## config.mk

```make
export PLATFORM = sky130hd
export DESIGN_NAME = dec_exec_core
export DESIGN_NICKNAME = d
export VERILOG_FILES = /design/src/rv32i_types.sv /design/src/instr_decoder.sv /design/src/imm_gen.sv /design/src/reg_file.sv /design/src/id_ex.sv /design/src/alu_exec.sv /design/src/dec_exec_core.sv
export VERILOG_INCLUDE_DIRS = /design/src /design/src/src
export SDC_FILE = /design/constraint.sdc
export NUM_CORES = 2
export LEC_CHECK = 0
export ABC_CLOCK_PERIOD_IN_PS = 14350
export BUFFER_PORTS_ARGS = -buffer_cell sky130_fd_sc_hd__clkbuf_2
export CORE_ASPECT_RATIO = 0.8
export CORE_MARGIN = 2
export CORE_UTILIZATION = 50
export CTS_BUF_LIST = sky130_fd_sc_hd__clkbuf_8 sky130_fd_sc_hd__clkbuf_16
export DETAILED_ROUTE_END_ITERATION = 6
export PLACE_DENSITY = 0.66
export SETUP_SLACK_MARGIN = 0.3
export SLEW_MARGIN = 10
export SYNTH_ARGS = -nofsm -noshare
export SYNTH_HDL_FRONTEND = slang
export SYNTH_SLANG_ARGS = --single-unit
export TNS_END_PERCENT = 50
```

## constraint.sdc

```tcl
create_clock -name clk -period 14.35 [get_ports clk]
set_input_delay 0.7175 -clock clk [delete_from_list [all_inputs] [get_ports clk]]
set_output_delay 0.7175 -clock clk [all_outputs]
set_load 0.01 [all_outputs]
```

## src/rv32i_consts.svh

```systemverilog
`ifndef RV32I_CONSTS_SVH
`define RV32I_CONSTS_SVH

`define XLEN        32
`define REG_ADDR_W  5
`define NUM_REGS    32

// major opcodes, instr[6:0].
`define OPC_OP      7'b0110011
`define OPC_OP_IMM  7'b0010011
`define OPC_LUI     7'b0110111
`define OPC_AUIPC   7'b0010111

// funct3 of the integer alu group.
`define F3_ADD      3'b000
`define F3_SLL      3'b001
`define F3_SLT      3'b010
`define F3_SLTU     3'b011
`define F3_XOR      3'b100
`define F3_SR       3'b101
`define F3_OR       3'b110
`define F3_AND      3'b111

`define F7_BASE     7'b0000000
`define F7_ALT      7'b0100000

`endif

```

## src/rv32i_types.sv

```systemverilog
`include "rv32i_consts.svh"

package rv32i_types;

    typedef enum logic [6:0] {
        opc_op     = `OPC_OP,
        opc_op_imm = `OPC_OP_IMM,
        opc_lui    = `OPC_LUI,
        opc_auipc  = `OPC_AUIPC
    } opcode_e;

    typedef enum logic [3:0] {
        alu_add    = 4'd0,
        alu_sub    = 4'd1,
        alu_sll    = 4'd2,
        alu_slt    = 4'd3,
        alu_sltu   = 4'd4,
        alu_xor    = 4'd5,
        alu_srl    = 4'd6,
        alu_sra    = 4'd7,
        alu_or     = 4'd8,
        alu_and    = 4'd9,
        alu_pass_b = 4'd10  // lui result.
    } alu_op_e;

    typedef enum logic {
        opa_rs1 = 1'b0,
        opa_pc  = 1'b1
    } opa_sel_e;

    typedef enum logic [1:0] {
        opb_rs2   = 2'd0,
        opb_i_imm = 2'd1,
        opb_u_imm = 2'd2
    } opb_sel_e;

    typedef struct packed {
        alu_op_e  alu_op;
        opa_sel_e opa_sel;
        opb_sel_e opb_sel;
        logic     reg_write;
        logic     valid;      // zero marks a bubble.
        opcode_e  opcode;
    } rv32i_control_word;

endpackage

```

## src/instr_decoder.sv

```systemverilog
`timescale 1ns/1ps
`include "rv32i_consts.svh"

module instr_decoder import rv32i_types::*; (
    input  logic [`XLEN-1:0] instr_i,
    input  logic             instr_valid_i,
    output rv32i_control_word ctrl_o,
    output logic             illegal_o
);

    logic [6:0]        opcode;
    logic [2:0]        funct3;
    logic [6:0]        funct7;
    logic              legal;
    rv32i_control_word ctrl;

    assign opcode = instr_i[6:0];
    assign funct3 = instr_i[14:12];
    assign funct7 = instr_i[31:25];

    function automatic alu_op_e f3_to_alu(input logic [2:0] f3, input logic alt);
        alu_op_e op;
        case (f3)
            `F3_ADD:  op = alt ? alu_sub : alu_add;
            `F3_SLL:  op = alu_sll;
            `F3_SLT:  op = alu_slt;
            `F3_SLTU: op = alu_sltu;
            `F3_XOR:  op = alu_xor;
            `F3_SR:   op = alt ? alu_sra : alu_srl;
            `F3_OR:   op = alu_or;
            default:  op = alu_and;
        endcase
        return op;
    endfunction

    always_comb begin
        ctrl  = '0;
        legal = 1'b0;
        case (opcode)
            `OPC_OP: begin
                ctrl.opcode = opc_op;
                ctrl.alu_op = f3_to_alu(funct3, funct7[5]);
                legal = (funct7 == `F7_BASE) ||
                        ((funct7 == `F7_ALT) && (funct3 == `F3_ADD || funct3 == `F3_SR));
            end
            `OPC_OP_IMM: begin
                ctrl.opcode  = opc_op_imm;
                ctrl.opb_sel = opb_i_imm;
                // only srai carries the alternate bit; addi never becomes sub.
                ctrl.alu_op  = f3_to_alu(funct3, (funct3 == `F3_SR) && funct7[5]);
                if (funct3 == `F3_SLL) begin
                    legal = (funct7 == `F7_BASE);
                end else if (funct3 == `F3_SR) begin
                    legal = (funct7 == `F7_BASE) || (funct7 == `F7_ALT);
                end else begin
                    legal = 1'b1;
                end
            end
            `OPC_LUI: begin
                ctrl.opcode  = opc_lui;
                ctrl.opb_sel = opb_u_imm;
                ctrl.alu_op  = alu_pass_b;
                legal = 1'b1;
            end
            `OPC_AUIPC: begin
                ctrl.opcode  = opc_auipc;
                ctrl.opa_sel = opa_pc;
                ctrl.opb_sel = opb_u_imm;
                ctrl.alu_op  = alu_add;
                legal = 1'b1;
            end
            default: legal = 1'b0;
        endcase
        ctrl.valid     = 1'b1;
        ctrl.reg_write = 1'b1;
    end

    assign ctrl_o    = (instr_valid_i && legal) ? ctrl : '0;  // bubble otherwise.
    assign illegal_o = instr_valid_i && !legal;

    always_comb begin
        assert (!(illegal_o && ctrl_o.reg_write))
            else $error("illegal instruction decoded with reg_write set");
    end

endmodule

```

## src/imm_gen.sv

```systemverilog
`timescale 1ns/1ps
`include "rv32i_consts.svh"

module imm_gen (
    input  logic [`XLEN-1:0] instr_i,
    output logic [`XLEN-1:0] i_imm_o,
    output logic [`XLEN-1:0] s_imm_o,
    output logic [`XLEN-1:0] b_imm_o,
    output logic [`XLEN-1:0] u_imm_o,
    output logic [`XLEN-1:0] j_imm_o
);

    logic sign;

    assign sign = instr_i[31];

    assign i_imm_o = {{21{sign}}, instr_i[30:20]};

    assign s_imm_o = {{21{sign}}, instr_i[30:25], instr_i[11:7]};

    // branch offsets are even, bit 0 is implied.
    assign b_imm_o = {{20{sign}}, instr_i[7], instr_i[30:25], instr_i[11:8], 1'b0};

    assign u_imm_o = {instr_i[31:12], 12'h000};

    assign j_imm_o = {
        {12{sign}},
        instr_i[19:12],
        instr_i[20],
        instr_i[30:21],
        1'b0
    };

endmodule

```

## src/reg_file.sv

```systemverilog
`timescale 1ns/1ps
`include "rv32i_consts.svh"

module reg_file (
    input  logic                   clk,
    input  logic                   rst,
    input  logic [`REG_ADDR_W-1:0] rs1_addr_i,
    input  logic [`REG_ADDR_W-1:0] rs2_addr_i,
    input  logic [`REG_ADDR_W-1:0] rd_addr_i,
    input  logic                   we_i,
    input  logic [`XLEN-1:0]       rd_data_i,
    output logic [`XLEN-1:0]       rs1_data_o,
    output logic [`XLEN-1:0]       rs2_data_o
);

    logic [`XLEN-1:0] regs [`NUM_REGS];

    always_ff @(posedge clk) begin
        if (rst) begin
            for (int i = 0; i < `NUM_REGS; i++) begin
                regs[i] <= '0;
            end
        end else if (we_i && (rd_addr_i != '0)) begin  // x0 drops writes.
            regs[rd_addr_i] <= rd_data_i;
        end
    end

    // same-cycle write is forwarded to the readers.
    assign rs1_data_o = (rs1_addr_i == '0) ? '0 :
                        (we_i && (rd_addr_i == rs1_addr_i)) ? rd_data_i :
                        regs[rs1_addr_i];

    assign rs2_data_o = (rs2_addr_i == '0) ? '0 :
                        (we_i && (rd_addr_i == rs2_addr_i)) ? rd_data_i :
                        regs[rs2_addr_i];

    // x0 storage stays zero across every write-back.
    assert property (@(posedge clk) disable iff (rst) (regs[0] == '0))
        else $error("x0 read back nonzero");

endmodule

```

## src/id_ex.sv

```systemverilog
`timescale 1ns/1ps
`include "rv32i_consts.svh"

module id_ex import rv32i_types::*; #(
    parameter int width = `XLEN
) (
    input  logic                   clk,
    input  logic                   rst,
    input  logic                   load_i,
    input  rv32i_control_word      ctrl_word_i,
    input  logic [width-1:0]       instr_i,
    input  logic [width-1:0]       pc_i,
    input  logic [width-1:0]       rs1_i,
    input  logic [width-1:0]       rs2_i,
    input  logic [width-1:0]       i_imm_i,
    input  logic [width-1:0]       s_imm_i,
    input  logic [width-1:0]       b_imm_i,
    input  logic [width-1:0]       u_imm_i,
    input  logic [width-1:0]       j_imm_i,
    input  logic [`REG_ADDR_W-1:0] rd_i,
    output rv32i_control_word      ctrl_word_o,
    output logic [width-1:0]       instr_o,
    output logic [width-1:0]       pc_o,
    output logic [width-1:0]       rs1_o,
    output logic [width-1:0]       rs2_o,
    output logic [width-1:0]       i_imm_o,
    output logic [width-1:0]       s_imm_o,
    output logic [width-1:0]       b_imm_o,
    output logic [width-1:0]       u_imm_o,
    output logic [width-1:0]       j_imm_o,
    output logic [`REG_ADDR_W-1:0] rd_o
);

    always_ff @(posedge clk) begin
        if (rst) begin
            ctrl_word_o <= '0;
            instr_o     <= '0;
            pc_o        <= '0;
            rs1_o       <= '0;
            rs2_o       <= '0;
            i_imm_o     <= '0;
            s_imm_o     <= '0;
            b_imm_o     <= '0;
            u_imm_o     <= '0;
            j_imm_o     <= '0;
            rd_o        <= '0;
        end else if (load_i) begin
            ctrl_word_o <= ctrl_word_i;  // zero word from decode is a bubble.
            instr_o     <= instr_i;
            pc_o        <= pc_i;
            rs1_o       <= rs1_i;
            rs2_o       <= rs2_i;
            i_imm_o     <= i_imm_i;
            s_imm_o     <= s_imm_i;
            b_imm_o     <= b_imm_i;
            u_imm_o     <= u_imm_i;
            j_imm_o     <= j_imm_i;
            rd_o        <= rd_i;
        end
    end

    // a stalled stage keeps its instruction for the later write-back.
    assert property (@(posedge clk) (!rst && !load_i) |=>
        $stable(ctrl_word_o) && $stable(instr_o) && $stable(pc_o) &&
        $stable(rs1_o) && $stable(rs2_o) && $stable(i_imm_o) &&
        $stable(s_imm_o) && $stable(b_imm_o) && $stable(u_imm_o) &&
        $stable(j_imm_o) && $stable(rd_o))
        else $error("id/ex contents changed while held");

endmodule

```

## src/alu_exec.sv

```systemverilog
`timescale 1ns/1ps
`include "rv32i_consts.svh"

module alu_exec import rv32i_types::*; (
    input  rv32i_control_word ctrl_i,
    input  logic [`XLEN-1:0]  pc_i,
    input  logic [`XLEN-1:0]  rs1_i,
    input  logic [`XLEN-1:0]  rs2_i,
    input  logic [`XLEN-1:0]  i_imm_i,
    input  logic [`XLEN-1:0]  u_imm_i,
    output logic [`XLEN-1:0]  result_o
);

    logic [`XLEN-1:0] opa;
    logic [`XLEN-1:0] opb;
    logic [4:0]       shamt;

    assign opa = (ctrl_i.opa_sel == opa_pc) ? pc_i : rs1_i;

    always_comb begin
        case (ctrl_i.opb_sel)
            opb_i_imm: opb = i_imm_i;
            opb_u_imm: opb = u_imm_i;
            default:   opb = rs2_i;
        endcase
    end

    assign shamt = opb[4:0];  // shift amount, low five bits.

    always_comb begin
        case (ctrl_i.alu_op)
            alu_add:    result_o = opa + opb;
            alu_sub:    result_o = opa - opb;
            alu_sll:    result_o = opa << shamt;
            alu_slt:    result_o = `XLEN'($signed(opa) < $signed(opb));
            alu_sltu:   result_o = `XLEN'(opa < opb);
            alu_xor:    result_o = opa ^ opb;
            alu_srl:    result_o = opa >> shamt;
            alu_sra:    result_o = $unsigned($signed(opa) >>> shamt);  // sign fill.
            alu_or:     result_o = opa | opb;
            alu_and:    result_o = opa & opb;
            alu_pass_b: result_o = opb;
            default:    result_o = '0;
        endcase
    end

endmodule

```

## src/dec_exec_core.sv

```systemverilog
`timescale 1ns/1ps
`include "rv32i_consts.svh"

module dec_exec_core import rv32i_types::*; (
    input  logic                   clk,
    input  logic                   rst,
    input  logic [`XLEN-1:0]       instr_i,
    input  logic [`XLEN-1:0]       pc_i,
    input  logic                   instr_valid_i,
    input  logic                   stall_i,
    output logic                   illegal_o,
    output logic                   wb_valid_o,
    output logic [`REG_ADDR_W-1:0] wb_rd_o,
    output logic [`XLEN-1:0]       wb_data_o
);

    rv32i_control_word id_ctrl;
    rv32i_control_word ex_ctrl;
    logic [`XLEN-1:0]  id_rs1, id_rs2;
    logic [`XLEN-1:0]  id_i_imm, id_s_imm, id_b_imm, id_u_imm, id_j_imm;
    logic [`XLEN-1:0]  ex_pc, ex_rs1, ex_rs2, ex_i_imm, ex_u_imm;
    logic              id_ex_load;

    assign id_ex_load = !stall_i;

    instr_decoder u_decoder (
        .instr_i       (instr_i),
        .instr_valid_i (instr_valid_i),
        .ctrl_o        (id_ctrl),
        .illegal_o     (illegal_o)
    );

    imm_gen u_imm_gen (
        .instr_i (instr_i),
        .i_imm_o (id_i_imm),
        .s_imm_o (id_s_imm),
        .b_imm_o (id_b_imm),
        .u_imm_o (id_u_imm),
        .j_imm_o (id_j_imm)
    );

    reg_file u_reg_file (
        .clk        (clk),
        .rst        (rst),
        .rs1_addr_i (instr_i[19:15]),
        .rs2_addr_i (instr_i[24:20]),
        .rd_addr_i  (wb_rd_o),
        .we_i       (wb_valid_o),
        .rd_data_i  (wb_data_o),
        .rs1_data_o (id_rs1),
        .rs2_data_o (id_rs2)
    );

    // s, b and j immediates and the raw instruction ride along unused.
    id_ex #(.width(`XLEN)) u_id_ex (
        .clk (clk), .rst (rst), .load_i (id_ex_load),
        .ctrl_word_i (id_ctrl),  .ctrl_word_o (ex_ctrl),
        .instr_i     (instr_i),  .instr_o     (),
        .pc_i        (pc_i),     .pc_o        (ex_pc),
        .rs1_i       (id_rs1),   .rs1_o       (ex_rs1),
        .rs2_i       (id_rs2),   .rs2_o       (ex_rs2),
        .i_imm_i     (id_i_imm), .i_imm_o     (ex_i_imm),
        .s_imm_i     (id_s_imm), .s_imm_o     (),
        .b_imm_i     (id_b_imm), .b_imm_o     (),
        .u_imm_i     (id_u_imm), .u_imm_o     (ex_u_imm),
        .j_imm_i     (id_j_imm), .j_imm_o     (),
        .rd_i        (instr_i[11:7]), .rd_o   (wb_rd_o)
    );

    alu_exec u_alu_exec (
        .ctrl_i   (ex_ctrl),
        .pc_i     (ex_pc),
        .rs1_i    (ex_rs1),
        .rs2_i    (ex_rs2),
        .i_imm_i  (ex_i_imm),
        .u_imm_i  (ex_u_imm),
        .result_o (wb_data_o)
    );

    assign wb_valid_o = ex_ctrl.valid && ex_ctrl.reg_write && !stall_i;  // held while stalled.

endmodule

```

Word-level counts from Yosys, hierarchy flattened
Memory sizes are Yosys's and may differ from the RTL's.
Index checks and enable logic that the tools add are counted.
{"block": "op_classes", "addsub": 2, "multipliers": 0, "div": 0, "order_cmp": 2, "n_eq_ne": 25, "shifts": 3, "n_mux": 29, "bitwise": 3, "n_reduce_logical": 22}
{"cell": "one-hot mux 32 bit (11 select lines)", "count": 1}
{"cell": "2-to-1 mux 32 bit", "count": 6}
{"cell": "less-than comparator 32 bit", "count": 2}
{"cell": "one-hot mux 32 bit (2 select lines)", "count": 1}
{"cell": "one-hot mux 4 bit (7 select lines)", "count": 2}
{"cell": "adder 32 bit", "count": 1}
{"cell": "AND 32 bit", "count": 1}
{"cell": "OR 32 bit", "count": 1}
{"cell": "OR reduction 32 bit", "count": 1}
{"cell": "left shift 32 x 5 -> 32 bit", "count": 1}
{"cell": ">> shifter 32 x 5 -> 32 bit", "count": 1}
{"cell": ">>> shifter 32 x 5 -> 32 bit", "count": 1}
{"cell": "subtractor 32 bit", "count": 1}
{"cell": "bitwise XOR 32 bit", "count": 1}
{"cell": "one-hot mux 6 bit (4 select lines)", "count": 1}
{"cell": "equality test 7 x 6 -> 1 bit, second input constant", "count": 3}
{"cell": "equality test 4 x 3 -> 1 bit, second input constant", "count": 4}
{"cell": "2-to-1 mux 16 bit", "count": 1}
{"cell": "equality test 7 x 5 -> 1 bit, second input constant", "count": 2}
{"cell": "2-to-1 mux 1 bit", "count": 13}
{"cell": "equality test 4 bit, second input constant", "count": 3}
{"cell": "one-hot mux 4 bit (3 select lines)", "count": 1}
{"cell": "equality test 5 bit", "count": 2}
{"cell": "logical NOT 5 bit", "count": 2}
{"cell": "other kinds (18)", "count": 33}
{"block": "totals", "regBits": 142, "latchBits": 0, "mem_bits_rw": 1024, "rom_bits": 0, "in_bits": 68, "out_inout_bits": 39, "wordCells": 98, "memories": 1}
{"name": "u_reg_file.regs", "words": 32, "width": 32, "rd": 2, "rd_clocked_by_memory_dff": 0, "wr": 32, "line_no": "reg_file.sv:16", "rtl": "logic [`XLEN-1:0] regs [`NUM_REGS];"}

Longest topological paths before layout
{"block": "depth", "word_depth": 8, "depth_mapped": 23, "depth_no_buf": 17}

Hierarchy
A second synthesis with hierarchy kept.
{"block": "hier_totals", "cells_unflattened": 6607, "hier_area_um2": 77615.7}
{"mod": "reg_file", "n_inst": 1, "cells_per_inst": 3830, "area_each_um2": 55185.4, "seq_area_each_um2": 30749.5}
{"mod": "id_ex", "n_inst": 1, "cells_per_inst": 996, "area_each_um2": 10854.2, "seq_area_each_um2": 6185.9}
{"mod": "alu_exec", "n_inst": 1, "cells_per_inst": 1569, "area_each_um2": 10034.6, "seq_area_each_um2": 0.0}
{"mod": "imm_gen", "n_inst": 1, "cells_per_inst": 161, "area_each_um2": 1204.9, "seq_area_each_um2": 0.0}
{"mod": "instr_decoder", "n_inst": 1, "cells_per_inst": 49, "area_each_um2": 324.1, "seq_area_each_um2": 0.0}
{"mod": "dec_exec_core", "n_inst": 1, "cells_per_inst": 2, "area_each_um2": 12.5, "seq_area_each_um2": 0.0}

Least setup slack after synthesis
No wires, ideal clock.
{"block": "synth_timing", "kind": "register -> output", "from": "register u_id_ex.ctrl_word_o[9] (netlist name)", "to": "output wb_data_o[29]", "arrival_ps": 4967, "required_time_ps": 13632, "setup_slack_ps": 8665, "path_stages_with_launch": 20, "n_path_buf": 5, "cell_sequence": "dfxtp_1 > inv_1 > ha_1 > buf_2 > o21ai_1 > clkbuf_1 > buf_2 > buf_2 > ha_1 > o21ba_2 > or4_4 > a2111oi_0 > a211o_1 > a31oi_1 > and2_1 > o21ai_0 > mux2_1 > a221oi_2 > buf_2 > inv_1"}
{"block": "synth_between", "elab_chain_cells": 4, "elab_cells_between_ends": 12, "cone_classes": "2 x add/sub; 2 x eq/ne; 3 x shift; 2 x mux; 3 x bitwise"}
{"element": "start, declared", "line_no": "id_ex.sv:21", "rtl": "output rv32i_control_word ctrl_word_o,"}
{"element": "start signal, assigned", "line_no": "id_ex.sv:48", "rtl": "ctrl_word_o <= ctrl_word_i;"}
{"element": "equality test 2 bit or equality test 2 x 1 -> 1 bit (tied branches)", "line_no": "alu_exec.sv:21", "rtl": "case (ctrl_i.opb_sel)"}
{"element": "one-hot mux 32 bit (2 select lines) (*)", "line_no": "alu_exec.sv:21"}
{"element": "subtractor 32 bit (tied with other cells)", "line_no": "alu_exec.sv:33", "rtl": "alu_sub: result_o = opa - opb;"}
{"element": "one-hot mux 32 bit (11 select lines) (*)", "line_no": "alu_exec.sv:31", "rtl": "case (ctrl_i.alu_op)"}
{"element": "end, declared", "line_no": "dec_exec_core.sv:14", "rtl": "output logic [`XLEN-1:0] wb_data_o"}
Every way passes the cells marked *; elsewhere a longest branch is shown, timed or not.

Worst setup path in the final report
Same ends and word-level chain as after synthesis.

==> flow_metrics.env <==
export IMPL_status="finished with violations"
export IMPL_failed_checks="design-rule violations"
export IMPL_p_per_area_mw_per_mm2=116
export IMPL_grt_pass1_vias=48300
export IMPL_setup_viol=0
export IMPL_synthMuxAreaShare_pct=25.4
export IMPL_yosys_area_top_type="edfxtp_1"
export IMPL_min_to="u_id_ex.rd_o[1]"
export IMPL_drt_iter0_markers=8662
export IMPL_ctsHtreeMaxLevel=3
export IMPL_hold_start="instr_i[8]"
export IMPL_crit_fanout=36
export IMPL_die_h_um=331
export IMPL_synthesis_area_mm2=0.0670
export IMPL_timing_fmax_ghz=0.125
export IMPL_synthXorXnorAreaFrac_pct=0.274
export IMPL_fin_crit_sh_pct=55.8
export IMPL_min_period_ns=8.00
export IMPL_fin_cells=7071
export IMPL_ctsHoldBuffers=0
export IMPL_grt_max_degree=97
export IMPL_worstSetupPathType="reg2out"
export IMPL_grt_pass1_wl_um=368000
export IMPL_yosysWarnings=0
export IMPL_worst_pin_slew_ns=1.16
export IMPL_placed_cells=6865
export IMPL_synth_compound_area_share_pct=7.76
export IMPL_max_cap_viol_count=0
export IMPL_synthTopCellsByArea="edfxtp_1 (46%), mux4_2 (22%), nor2_1 (6.8%)"
export IMPL_post_route_util_pct=54.7
export IMPL_cts_made_buffers=113
export IMPL_cts_sink_count=1153
export IMPL_root_buffer="clkbuf_16"
export IMPL_synth_edf_count=1024
export IMPL_initial_utilization_pct=50.2
export IMPL_end_kind="primary output"
export IMPL_finalNetCount=5387
export IMPL_ctsResizeCount=0
export IMPL_synthAdderAreaFrac_pct=2.04
export IMPL_min_delay_path_depth=3
export IMPL_clock_latency_ns=0.79
export IMPL_synth_seq_cells=1153
export IMPL_path_clk_slew_ns=0.07
export IMPL_rr_startpoint="u_id_ex.ctrl_word_o[9]"
export IMPL_finalHoldViolations=0
export IMPL_slew_violations=0
export IMPL_antenna_found_initial=10
export IMPL_drt_pass1_iterations=7
export IMPL_synth_main_ff_cell="edfxtp_1"
export IMPL_grt_ovfl_total=0
export IMPL_post_cts_buffers=0
export IMPL_rr_endpoint="u_reg_file.regs[17][31]"
export IMPL_critPathArrivalTime_ns=7.29
export IMPL_setup_tns_ns=0
export IMPL_routed_wl_um=263000
export IMPL_startpoint="u_id_ex.ctrl_word_o[9]"
export IMPL_maxSlewHeadroom_pct=20.1
export IMPL_grt_setup_unrepaired="no"
export IMPL_place_ws_ns=7.39
export IMPL_r2r_setup_slack_ns=7.69
export IMPL_vdd_drop_max_v=0.000103
export IMPL_syn_to_final_growth_pct=8.89
export IMPL_rows=120
export IMPL_core_area_mm2=0.133
export IMPL_leakagePower_nw=26.1
export IMPL_yosysTopAreaCellShare_pct=45.9
export IMPL_hp_class="in2reg"
export IMPL_die_area_mm2=0.137
export IMPL_cts_tree="built"
export IMPL_timing_final_ws_setup_ns=6.35
export IMPL_detail_route_wl_per_cell_um=37.2
export IMPL_ys_seq_area_share_pct=49.7
export IMPL_syn_inst=5322
export IMPL_ios=107
export IMPL_synth_distinct_cells=101
export IMPL_hpwl_um=164000
export IMPL_die_x_um=413
export IMPL_worstPathRequired_ns=13.63
export IMPL_synth_top_family_by_area="multiplexers"
export IMPL_vias=50900
export IMPL_portBuffers=106
export IMPL_rr_worst_depth=16
export IMPL_crit_path_start_kind="flip-flop"
export IMPL_avgSynthCellArea_um2=12.6
export IMPL_clock_skew_ns=0.0391
export IMPL_synthArstFlopShare_pct=0
export IMPL_cts_max_path_buffers=3
export IMPL_avgViaCountPerCell=7.20
export IMPL_antenna_left=0
export IMPL_layout_drive_gt1_share_pct=23.1
export IMPL_synthSimpleGateAreaFrac_pct=10.8
export IMPL_yosys_top_cells_count="nor2_1 (1215), edfxtp_1 (1024), mux4_2 (644)"
export IMPL_grt_use_total_pct=38.1
export IMPL_globalplace_congestion=1.09
export IMPL_synth_most_common_cell="nor2_1"
export IMPL_drc=4
-- layout make-up --
type	instances	area (um2)
multi-input cells	3541	31500
fillers	11000	60500
repair buffers	266	1790
well taps	1769	2210
flip-flops and latches	1153	33300
clock buffers	123	3010
diodes	1	2.50
clock inverters	82	576
inverters	136	510
-- cells by family (layout without fill, tap and decap cells) --
group	after synthesis	after routing
and+or+nand+nor	1751	1751
DFF	1153	1153
muxes	885	885
AOI/OAI and AO/OA	744	744
buffers and inverters	659	607
adders and majority gates	108	108
xor gates and xnor gates	21	21
other	1	33
-- flip-flops by register name, indices dropped and copies added, names as in the netlist --
name / count
u_id_ex.ctrl_word_o: 8
u_id_ex.i_imm_o: 12
u_id_ex.pc_o: 32
u_id_ex.rd_o: 5
u_id_ex.rs1_o: 32
u_id_ex.rs2_o: 32
u_id_ex.u_imm_o: 8
u_reg_file.regs: 1024
-- worst max-delay path by stage --
stage | end | slack (ns) | depth (start not counted)
2_1_floorplan | wb_data_o[29] | 8.67 | 19
3_3_place_gp | wb_data_o[22] | 7.56 | 19
3_5_place_dp | wb_data_o[22] | 7.39 | 19
4_1_cts | wb_data_o[22] | 6.53 | 19
5_1_grt | wb_data_o[26] | 6.15 | 16
6_report | wb_data_o[29] | 6.35 | 18
-- layout by cell type, fill, tap and decap left out, types with 13 or more instances in the layout --
| master | n |
|---|---|
| nand2_1 | 250 |
| nand2_2 | 34 |
| nand2b_1 | 13 |
| ha_1 | 106 |
| nor3_1 | 40 |
| a31oi_1 | 24 |
| mux2i_1 | 203 |
| nand2b_2 | 20 |
| and3_1 | 16 |
| a221oi_1 | 29 |
| clkinv_2 | 13 |
| o221ai_1 | 69 |
| mux4_2 | 644 |
| dfxtp_1 | 128 |
| a21o_1 | 25 |
| mux2_2 | 25 |
| inv_1 | 164 |
| nor2b_1 | 16 |
| clkbuf_2 | 94 |
| nor2_1 | 1213 |
| clkinv_1 | 25 |
| and2_1 | 13 |
| o21ai_0 | 135 |
| a22oi_1 | 15 |
| a211oi_1 | 36 |
| nand3_1 | 50 |
| a21oi_1 | 196 |
| clkbuf_16 | 117 |
| a221o_1 | 13 |
| conb_1 | 32 |
| edfxtp_1 | 1024 |
| o211ai_1 | 27 |
| buf_4 | 164 |
| o22ai_1 | 17 |
-- power by group --
part | internal [W] | total, W | leakage, nW | switching [W]
logic | 0.000547 | 0.00163 | 12.6 | 0.00108
clock network | 0.00161 | 0.00297 | 1.88 | 0.00136
registers | 0.00377 | 0.00386 | 11.6 | 0.0000863
-- stage by stage --
step                      hold WS, ns  cell area, um2  power (W)
final                           0.183           73000    0.00846
after global routing            0.193           73000    0.00865
after CTS                       0.148           73000    0.00840
after detailed placement        0.448           69400    0.00549
after global placement          0.441           69400    0.00548
after floorplan                 0.420           67100    0.00491
-- metal layers --
metal,global-route usage (%),wire (um)
met5,0,57
met4,14.3,11500
met3,14.5,41900
met2,53.3,111000
met1,54.1,98000
-- critical path, stage by stage, from the launching register on --
cell and delay, ns:
dfxtp_1 0.37, inv_1 0.06, ha_1 0.27, buf_4 0.32, nand2_1 0.49, nand2_2 0.85, ha_1 0.37, nand3_1 0.15
a211o_1 0.33, a2111oi_4 0.47, o21ai_1 0.18, a2111oi_2 0.73, nor2b_1 0.16, o31ai_1 0.68, mux2_1 0.34, a221oi_4 0.08
buf_4 0.30, inv_1 0.15, clkbuf_2 0.14
Note: power is estimated with default switching activity, not from simulation.
